**src/logic/elevator_settings.svh**
```systemverilog
`ifndef ELEVATOR_SETTINGS_SVH
`define ELEVATOR_SETTINGS_SVH

// floors served, numbered from 0 at the bottom
`define ELEV_FLOORS 8

// width of a floor index
`define ELEV_FLOOR_BITS 3

// door open time in clock cycles, short for simulation
`define ELEV_DWELL_CYCLES 40

// dwell counter width, must hold ELEV_DWELL_CYCLES
`define ELEV_TIMER_BITS 8

`endif

```
**src/logic/elevator_pkg.sv**
```systemverilog
`include "elevator_settings.svh"

package elevator_pkg;

	typedef logic [`ELEV_FLOOR_BITS-1:0] floor_t;
	typedef logic [`ELEV_FLOORS-1:0] floor_mask_t; // one bit per floor

	// button levels in, lamps out
	typedef struct packed {
		floor_mask_t car;
		floor_mask_t hall_up;
		floor_mask_t hall_down;
	} call_set_t;

	typedef enum logic [1:0] {
		MOTOR_STOP = 2'd0,
		MOTOR_DOWN = 2'd1,
		MOTOR_UP   = 2'd2
	} motor_cmd_e;

	typedef enum logic [1:0] {
		DOOR_IDLE  = 2'd0,
		DOOR_OPEN  = 2'd1,
		DOOR_CLOSE = 2'd2
	} door_cmd_e;

	typedef enum logic [1:0] {
		SENSOR_BETWEEN = 2'd0,
		SENSOR_OPENED  = 2'd1,
		SENSOR_CLOSED  = 2'd2
	} door_sensor_e;

	typedef struct packed {
		logic open_btn;
		logic close_btn;
		logic obstructed; // light curtain covered
		logic overload;
	} cabin_inputs_t;

	typedef enum logic [1:0] {SCHED_IDLE, SCHED_MOVING, SCHED_DOOR_CYCLE} sched_state_e;

	typedef enum logic [1:0] {DOOR_SHUT, DOOR_OPENING, DOOR_DWELL, DOOR_CLOSING} door_state_e;

endpackage

```
**src/logic/call_register.sv**
```systemverilog
`timescale 1ns/1ps
`include "elevator_settings.svh"

module call_register (
	input  logic                    i_clock,
	input  logic                    i_reset,
	input  elevator_pkg::call_set_t i_buttons,
	input  logic                    i_serve,
	input  elevator_pkg::floor_t    i_serve_floor,
	input  logic                    i_serve_dir,
	input  logic                    i_serve_reverse,
	output elevator_pkg::call_set_t o_calls
);

	// no hall up call at the top floor, no hall down call at the bottom
	localparam elevator_pkg::floor_mask_t UP_VALID =
		~(elevator_pkg::floor_mask_t'(1) << (`ELEV_FLOORS - 1));
	localparam elevator_pkg::floor_mask_t DOWN_VALID = ~elevator_pkg::floor_mask_t'(1);

	elevator_pkg::floor_mask_t serve_onehot;
	elevator_pkg::call_set_t   clear_set;
	elevator_pkg::call_set_t   press_set;
	elevator_pkg::call_set_t   next_calls;

	assign serve_onehot = i_serve ? (elevator_pkg::floor_mask_t'(1) << i_serve_floor) : '0;

	always_comb begin
		clear_set.car = serve_onehot;
		// hall calls clear by departing direction, both on a reversal
		clear_set.hall_up   = (i_serve_dir | i_serve_reverse) ? serve_onehot : '0;
		clear_set.hall_down = (~i_serve_dir | i_serve_reverse) ? serve_onehot : '0;
	end

	always_comb begin
		press_set.car       = i_buttons.car;
		press_set.hall_up   = i_buttons.hall_up & UP_VALID;
		press_set.hall_down = i_buttons.hall_down & DOWN_VALID;
	end

	// a press on the clearing cycle keeps the lamp on
	assign next_calls = (o_calls & ~clear_set) | press_set;

	always_ff @(posedge i_clock or negedge i_reset) begin
		if (!i_reset) begin
			o_calls <= '0;
		end else begin
			o_calls <= next_calls;
		end
	end

endmodule

```
**src/logic/travel_scheduler.sv**
```systemverilog
`timescale 1ns/1ps
`include "elevator_settings.svh"

module travel_scheduler (
	input  logic                     i_clock,
	input  logic                     i_reset,
	input  elevator_pkg::call_set_t  i_calls,
	input  logic                     i_floor_reached,
	input  logic                     i_door_done,
	output elevator_pkg::motor_cmd_e o_motor,
	output logic                     o_direction,
	output elevator_pkg::floor_t     o_floor,
	output logic                     o_serve,
	output elevator_pkg::floor_t     o_serve_floor,
	output logic                     o_serve_dir,
	output logic                     o_serve_reverse,
	output logic                     o_door_start
);

	elevator_pkg::sched_state_e state;
	elevator_pkg::floor_t       step_floor;
	elevator_pkg::floor_t       probe_floor;
	elevator_pkg::floor_mask_t  above_mask;
	elevator_pkg::floor_mask_t  below_mask;
	elevator_pkg::floor_mask_t  any_call;
	logic                       calls_above;
	logic                       calls_below;
	logic                       ahead;
	logic                       behind;
	logic                       here_dir;
	logic                       here_opp;
	logic                       serve_here;
	logic                       stop_at;
	logic                       depart_dir;

	assign step_floor = o_direction ? o_floor + 1'b1 : o_floor - 1'b1; // level being approached

	// while moving, the rule looks at the floor about to be reached
	assign probe_floor = (state == elevator_pkg::SCHED_MOVING) ? step_floor : o_floor;

	always_comb begin
		above_mask = '0;
		below_mask = '0;
		for (int i = 0; i < `ELEV_FLOORS; i++) begin
			above_mask[i] = (i > int'(probe_floor));
			below_mask[i] = (i < int'(probe_floor));
		end
	end

	assign any_call    = i_calls.car | i_calls.hall_up | i_calls.hall_down;
	assign calls_above = |(any_call & above_mask);
	assign calls_below = |(any_call & below_mask);

	assign ahead  = o_direction ? calls_above : calls_below;
	assign behind = o_direction ? calls_below : calls_above;

	assign here_dir = i_calls.car[probe_floor] |
		(o_direction ? i_calls.hall_up[probe_floor] : i_calls.hall_down[probe_floor]);
	assign here_opp = o_direction ? i_calls.hall_down[probe_floor] : i_calls.hall_up[probe_floor];

	// collective rule: own direction, or opposite hall call with nothing beyond
	assign serve_here = here_dir | (here_opp & ~ahead);
	assign stop_at    = serve_here | ~ahead; // end of run always stops
	assign depart_dir = ahead ? o_direction : ~o_direction;

	always_ff @(posedge i_clock or negedge i_reset) begin
		if (!i_reset) begin
			state        <= elevator_pkg::SCHED_IDLE;
			o_motor      <= elevator_pkg::MOTOR_STOP;
			o_direction  <= 1'b0;
			o_floor      <= '0; // parked at the bottom
			o_serve      <= 1'b0;
			o_door_start <= 1'b0;
		end else begin
			o_serve      <= 1'b0;
			o_door_start <= 1'b0;
			case (state)
				elevator_pkg::SCHED_IDLE: begin
					if (serve_here) begin
						o_serve      <= 1'b1;
						o_door_start <= 1'b1;
						o_direction  <= depart_dir;
						state        <= elevator_pkg::SCHED_DOOR_CYCLE;
					end else if (ahead) begin
						o_motor <= o_direction ? elevator_pkg::MOTOR_UP : elevator_pkg::MOTOR_DOWN;
						state   <= elevator_pkg::SCHED_MOVING;
					end else if (behind) begin
						o_direction <= ~o_direction;
						o_motor     <= o_direction ? elevator_pkg::MOTOR_DOWN : elevator_pkg::MOTOR_UP;
						state       <= elevator_pkg::SCHED_MOVING;
					end
				end
				elevator_pkg::SCHED_MOVING: begin
					if (i_floor_reached) begin
						o_floor <= step_floor;
						if (stop_at) begin
							o_motor      <= elevator_pkg::MOTOR_STOP;
							o_serve      <= 1'b1;
							o_door_start <= 1'b1;
							o_direction  <= depart_dir; // flips when nothing lies beyond
							state        <= elevator_pkg::SCHED_DOOR_CYCLE;
						end
					end
				end
				elevator_pkg::SCHED_DOOR_CYCLE: begin
					if (i_door_done) begin
						state <= elevator_pkg::SCHED_IDLE; // idle re-evaluates next cycle
					end
				end
				default: begin
					state   <= elevator_pkg::SCHED_IDLE;
					o_motor <= elevator_pkg::MOTOR_STOP;
				end
			endcase
		end
	end

	// service details, qualified by o_serve
	always_ff @(posedge i_clock) begin
		o_serve_floor   <= probe_floor;
		o_serve_dir     <= depart_dir;
		o_serve_reverse <= ~ahead;
	end

endmodule

```
**src/logic/door_controller.sv**
```systemverilog
`timescale 1ns/1ps
`include "elevator_settings.svh"

module door_controller (
	input  logic                        i_clock,
	input  logic                        i_reset,
	input  logic                        i_door_start,
	input  elevator_pkg::door_sensor_e  i_door_sensor,
	input  elevator_pkg::cabin_inputs_t i_cabin,
	output elevator_pkg::door_cmd_e     o_door,
	output logic                        o_door_done
);

	localparam int unsigned DWELL_LAST = `ELEV_DWELL_CYCLES - 1;

	elevator_pkg::door_state_e   state;
	logic [`ELEV_TIMER_BITS-1:0] dwell_count;
	logic                        reopen;
	logic                        dwell_over;

	// anything in the doorway, too much weight, or a passenger asking
	assign reopen = i_cabin.obstructed | i_cabin.overload | i_cabin.open_btn;

	assign dwell_over = i_cabin.close_btn | (dwell_count == DWELL_LAST[`ELEV_TIMER_BITS-1:0]);

	always_ff @(posedge i_clock or negedge i_reset) begin
		if (!i_reset) begin
			state       <= elevator_pkg::DOOR_SHUT;
			dwell_count <= '0;
			o_door_done <= 1'b0;
		end else begin
			o_door_done <= 1'b0;
			case (state)
				elevator_pkg::DOOR_SHUT: begin
					if (i_door_start) begin
						state <= elevator_pkg::DOOR_OPENING;
					end
				end
				elevator_pkg::DOOR_OPENING: begin
					if (i_door_sensor == elevator_pkg::SENSOR_OPENED) begin
						state       <= elevator_pkg::DOOR_DWELL;
						dwell_count <= '0; // restarts after every reopen
					end
				end
				elevator_pkg::DOOR_DWELL: begin
					if (dwell_over) begin
						state <= elevator_pkg::DOOR_CLOSING;
					end else begin
						dwell_count <= dwell_count + 1'b1;
					end
				end
				elevator_pkg::DOOR_CLOSING: begin
					if (reopen) begin
						state <= elevator_pkg::DOOR_OPENING;
					end else if (i_door_sensor == elevator_pkg::SENSOR_CLOSED) begin
						state       <= elevator_pkg::DOOR_SHUT;
						o_door_done <= 1'b1;
					end
				end
				default: begin
					state <= elevator_pkg::DOOR_SHUT;
				end
			endcase
		end
	end

	// door drive follows the state, idle while shut or held open
	always_comb begin
		case (state)
			elevator_pkg::DOOR_OPENING: o_door = elevator_pkg::DOOR_OPEN;
			elevator_pkg::DOOR_CLOSING: o_door = elevator_pkg::DOOR_CLOSE;
			default:                    o_door = elevator_pkg::DOOR_IDLE;
		endcase
	end

endmodule

```
**src/logic/elevator_top.sv**
```systemverilog
`timescale 1ns/1ps

module elevator_top (
	input  logic                        i_clock,
	input  logic                        i_reset,
	input  elevator_pkg::call_set_t     i_buttons,
	input  logic                        i_floor_reached, // one pulse per level
	input  elevator_pkg::door_sensor_e  i_door_sensor,
	input  elevator_pkg::cabin_inputs_t i_cabin,
	output elevator_pkg::motor_cmd_e    o_motor,
	output elevator_pkg::door_cmd_e     o_door,
	output logic                        o_direction, // 1 is up
	output elevator_pkg::floor_t        o_floor,
	output elevator_pkg::call_set_t     o_call_lamps
);

	logic                 serve;
	elevator_pkg::floor_t serve_floor;
	logic                 serve_dir;
	logic                 serve_reverse;
	logic                 door_start;
	logic                 door_done;

	call_register u_call_register (
		.i_clock         (i_clock),
		.i_reset         (i_reset),
		.i_buttons       (i_buttons),
		.i_serve         (serve),
		.i_serve_floor   (serve_floor),
		.i_serve_dir     (serve_dir),
		.i_serve_reverse (serve_reverse),
		.o_calls         (o_call_lamps)
	);

	travel_scheduler u_travel_scheduler (
		.i_clock         (i_clock),
		.i_reset         (i_reset),
		.i_calls         (o_call_lamps),
		.i_floor_reached (i_floor_reached),
		.i_door_done     (door_done),
		.o_motor         (o_motor),
		.o_direction     (o_direction),
		.o_floor         (o_floor),
		.o_serve         (serve),
		.o_serve_floor   (serve_floor),
		.o_serve_dir     (serve_dir),
		.o_serve_reverse (serve_reverse),
		.o_door_start    (door_start)
	);

	door_controller u_door_controller (
		.i_clock       (i_clock),
		.i_reset       (i_reset),
		.i_door_start  (door_start),
		.i_door_sensor (i_door_sensor),
		.i_cabin       (i_cabin),
		.o_door        (o_door),
		.o_door_done   (door_done)
	);

endmodule

```
**config.mk**
```make
export PLATFORM = sky130hd
export DESIGN_NAME = elevator_top
export DESIGN_NICKNAME = d
export VERILOG_FILES = /design/src/logic/elevator_pkg.sv /design/src/logic/call_register.sv /design/src/logic/travel_scheduler.sv /design/src/logic/door_controller.sv /design/src/logic/elevator_top.sv
export VERILOG_INCLUDE_DIRS = /design/src /design/src/logic
export SDC_FILE = /design/constraint.sdc
export NUM_CORES = 1
export LEC_CHECK = 0
export ABC_AREA = 1
export BUFFER_PORTS_ARGS = -buffer_cell sky130_fd_sc_hd__buf_4
export CAP_MARGIN = 20
export CORE_ASPECT_RATIO = 2
export CORE_MARGIN = 4
export CORE_UTILIZATION = 35
export CTS_CLUSTER_DIAMETER = 80
export DETAILED_ROUTE_END_ITERATION = 8
export SETUP_SLACK_MARGIN = 0.05
export SLEW_MARGIN = 15
export SYNTH_ARGS = -nofsm -noshare
export SYNTH_HDL_FRONTEND = slang
export SYNTH_HIERARCHICAL = 1
export SYNTH_SLANG_ARGS = --single-unit
```
**constraint.sdc**
```tcl
create_clock -name i_clock -period 4.95 [get_ports i_clock]
set_input_delay 0.2475 -clock i_clock [delete_from_list [all_inputs] [get_ports i_clock]]
set_output_delay 0.2475 -clock i_clock [all_outputs]
set_load 0.005 [all_outputs]
```
==> impl_table.tex <==
\begin{tabular}{lr}
\hline
Metric & Value \\
\hline
\multicolumn{2}{l}{\textbf{Cells and area}} \\
Final design area excluding fillers & slightly below 0.004 mm\^{}2 \\
Final instance count without filler cells & roughly 640 \\
Most common cell after layout, fill and taps aside & sky130\_fd\_sc\_hd\_\_nand2\_1 \\
Area overhead of the layout relative to synthesis & 20.71\% \\
Commonest cells after routing, fill and taps aside & sky130\_fd\_sc\_hd\_\_nand2\_1 (182), sky130\_fd\_sc\_hd\_\_inv\_1 (63), sky130\_fd\_sc\_hd\_\_buf\_4 (62) \\
Ratio of cells with drive above 1 in the final layout & 20.15\% \\
Final \#Nets & roughly 580 \\
Final antenna diode count & 0 \\
\multicolumn{2}{l}{\textbf{Global routing}} \\
Global-route wire length before repair & $\sim$14000 um \\
GRT overflow & 0 \\
Number of global-route vias before repair & 3200 \\
Total global-route track usage & around 17\% \\
Pin count of the biggest net entering global routing & 45 \\
Initial antenna violation count & 0 \\
\multicolumn{2}{l}{\textbf{STA}} \\
Setup repair after global routing missed its margin & no \\
Portion of the clock cycle consumed by the worst path in the final layout & between 50\% and 60\% \\
Number of max-slew violations in the final report & 0 \\
Setup Total Neg Slack & 0 ns \\
Transition time of the tightest slew-check pin & 0.5853 ns \\
Final period demand of the worst path & 2.939 ns \\
Highest clock rate & around 0.34 GHz \\
Clock skew & 0.007540 ns \\
Final-report hold violation count & 0 \\
Total setup violations reported at the end of the flow & 0 \\
Worst slew margin & between 60 and 70\% \\
\multicolumn{2}{l}{\textbf{Floorplanning}} \\
Initial Utilization & 35.80\% \\
DIE AREA & 0.01091 mm\^{}2 \\
Die outline width & approximately 76 um \\
Io pins & 65 \\
Core outline area & $\sim$0.0090 mm\^{}2 \\
Die Y & 143.8 um \\
Cell Rows & 49 \\
\multicolumn{2}{l}{\textbf{Logic synthesis}} \\
Number of flip-flops and latches in the synthesized netlist & between 40 and 50 \\
Count of flip-flops with a built-in enable after synthesis & 0 \\
Top-area cell type share of the netlist area & 34.12\% \\
Post-synthesis cell area & 0.003227 mm\^{}2 \\
Mapped Avg Cell Area & approximately 6.8 um\^{}2 \\
Synthesized netlist net count & approximately 510 \\
Leading register cell type out of synthesis & sky130\_fd\_sc\_hd\_\_dfrtp\_1 \\
Top post-synthesis cells by area & sky130\_fd\_sc\_hd\_\_dfrtp\_1 (34\%), sky130\_fd\_sc\_hd\_\_nand2\_1 (21\%), sky130\_fd\_sc\_hd\_\_nand3\_1 (7.9\%) \\
Count of distinct cell types in the synthesized netlist & 32 \\
Yosys warnings & 6 \\
Sequential-to-total area share from yosys stat & 37.22\% \\
Cell taking the most area after synthesis & sky130\_fd\_sc\_hd\_\_dfrtp\_1 \\
Synthesized instance count & approximately 470 \\
Fraction of synthesis flops using an asynchronous set or reset pin & about 90\% \\
\multicolumn{2}{l}{\textbf{Critical path}} \\
Slowest stage cell, crit path & sky130\_fd\_sc\_hd\_\_fa\_1 \\
Arrival time reported for the critical path endpoint & 3.12 ns \\
CP most frequent cell & sky130\_fd\_sc\_hd\_\_nand2\_1 \\
Type of the worst setup path & flop to flop \\
Biggest fanout along the worst timing path & 11 \\
Chain of cells forming the critical path & fa\_1 > inv\_1 > nand3\_1 > nand2\_1 > nand2\_1 > nand3\_1 > nand2\_1 > inv\_1 > nor2\_2 > nand2\_1 > nand2\_1 > nand2\_1 > nand2\_2 > nand2\_2 > nand2\_2 > nand3\_2 > nand2\_1 > nand2\_1 \\
Critical path's largest stage delay & $\sim$0.65 ns \\
Category of the worst setup path capture point & flop \\
Required arrival time at the worst endpoint & 5.13 ns \\
Category of the worst setup path launch point & flop \\
\multicolumn{2}{l}{\textbf{Routing}} \\
Post-route antenna net violation count & 0 \\
Violation count after the first detailed-route iteration & 147 \\
Total vias in the final route & 3143 \\
Routed wirelength normalized by instance count & roughly 13 um \\
Vias per cell & 4.926 \\
Number of search-and-repair iterations in the first detailed-routing pass & 5 \\
Remaining DRCs & 0 \\
Total routed wirelength & 8405 um \\
\multicolumn{2}{l}{\textbf{Clock tree}} \\
Clock-pin slew on the worst setup and hold paths & roughly 0.07 ns \\
CTS-repair resized insts & 0 \\
Number of buffers inserted during clock tree synthesis & 5 \\
Max H-tree Level & 2 \\
Clock sink count & $\sim$50 \\
Clk Latency, worst-skew pair & between 0.2 and 0.3 ns \\
TritonCTS clock tree & yes \\
Clock tree root buffer cell & sky130\_fd\_sc\_hd\_\_clkbuf\_16 \\
Maximum clock path buffer count & 2 \\
\multicolumn{2}{l}{\textbf{Placed design}} \\
DP Wirelength & roughly 6500 um \\
Final RePlAce weighted congestion & $\sim$0.86 \\
Number of placed instances, taps included & between 600 and 700 \\
Placed instance area & 0.003749 mm\^{}2 \\
Number of buffers inserted by port buffering & between 60 and 70 \\
\multicolumn{2}{l}{\textbf{Power}} \\
Power density normalized to cell area & approximately 560 mW/mm\^{}2 \\
Max IR drop VDD & 251.8 uV \\
Leakage dissipation & around 2.1 nW \\
Total power of the final layout & 2.170 mW \\
\multicolumn{2}{l}{\textbf{Job}} \\
Max-cap violation count & 0 \\
\multicolumn{2}{l}{\textbf{Outcome}} \\
Outcome & finished, final reports clean \\
\multicolumn{2}{l}{\textbf{Hold path}} \\
Path class of the lowest-slack min-delay path & input pin to flop \\
\hline
\end{tabular}
==> sequential cells by signal (all words and copies together), names as in the netlist, 2 cells and up <==
| register | count |
|---|---|
| u_travel_scheduler/o_floor | 3 |
| u_travel_scheduler/o_serve_floor | 3 |
| u_call_register/o_calls | 24 |
| u_travel_scheduler/state | 2 |
| u_door_controller/state | 2 |
| u_door_controller/dwell_count | 8 |
| u_travel_scheduler/o_motor | 2 |
==> stage by stage <==
step,setup WS [ns],util [%],hold slack [ns]
6_report,2.011,43.22,0.1354
5_1_grt,1.738,43.22,0.1387
4_1_cts,2.000,43.22,0.1323
3_5_place_dp,2.034,41.59,0.2937
3_3_place_gp,2.076,41.59,0.2875
2_1_floorplan,2.583,-,-0.04809
==> per-layer routing <==
metal  vias to the layer above  wire, um  GRT usage (%)
li1                       1589         -              -
met3                        21       311          2.171
met1                      1454      3262          18.85
met4                         0       282          8.295
met5                         -         0              0
met2                        79      4548          30.20
==> final cells by class <==
type	instances	area, um^2
fillers	948	5117
flip-flops and latches	49	1201
repair buffers	63	475.5
inverters	71	269.0
well taps	102	127.6
clock buffers	8	136.4
multi-input cells	345	1685
==> what timing repair did <==
item,in CTS,in global routing
hold endpoints to repair,44,0
hold buffers,1,0
setup buffers,0,0
==> Yosys cell counts, types with 2 or more instances <==
cell and number:
sky130_fd_sc_hd__ha_1 6, sky130_fd_sc_hd__o21ai_1 2, sky130_fd_sc_hd__nor3_1 3, sky130_fd_sc_hd__inv_2 7, sky130_fd_sc_hd__nor2_2 6, sky130_fd_sc_hd__nand2_2 11, sky130_fd_sc_hd__nand3_2 5, sky130_fd_sc_hd__nand3b_1 2
sky130_fd_sc_hd__buf_4 2, sky130_fd_sc_hd__nand2_4 7, sky130_fd_sc_hd__o21ai_0 15, sky130_fd_sc_hd__o21bai_1 3, sky130_fd_sc_hd__a21oi_1 6, sky130_fd_sc_hd__dfxtp_1 5, sky130_fd_sc_hd__nand4_1 7, sky130_fd_sc_hd__nor2_1 28
sky130_fd_sc_hd__inv_1 63, sky130_fd_sc_hd__nor3b_1 2, sky130_fd_sc_hd__nand2_1 182, sky130_fd_sc_hd__dfrtp_1 44, sky130_fd_sc_hd__buf_6 5, sky130_fd_sc_hd__nand3_1 51
==> kinds of logic after synthesis <==
logic type / Yosys count / share of synthesized area, %
simple gates: 308 / 43.74
buf+inv: 78 / 10.55
flops: 49 / 37.22
compound gates: 29 / 5.274
fa+ha+maj: 7 / 2.947
xor+xnor: 1 / 0.2715
==> worst max-delay path: cells and delay by family (launching register included) <==
family / cells / cell delay [ns]
fa+ha+maj: 1 / 0.65
buf+inv: 2 / 0.09
flops: 1 / 0.55
simple gates: 15 / 1.54
==> report_power, final <==
part / internal [mW] / leakage [nW] / total [mW] / switching, mW
registers: 0.493 / 0.526 / 0.614 / 0.121
logic: 0.421 / 1.53 / 1.22 / 0.801
clock network: 0.188 / 0.0652 / 0.334 / 0.146
==> worst paths after layout <==
path / start / endpoint / slack (ns) / cells after the start
setup / recovery: u_travel_scheduler/o_direction / u_travel_scheduler/o_motor[1] / 2.01 / 18
hold / removal: i_buttons[6] / u_call_register/o_calls[6] / 0.14 / 3
setup reg to reg: u_travel_scheduler/o_direction / u_travel_scheduler/o_motor[1] / 2.01 / 18
hold reg to reg: u_travel_scheduler/o_motor[0] / u_travel_scheduler/o_motor[0] / 0.50 / 2
max in group asynchronous: i_reset / u_door_controller/dwell_count[2] / 4.06 / 2
min in group asynchronous: i_reset / u_call_register/o_calls[23] / 0.49 / 2
Note: power is estimated with default switching activity, not from simulation.
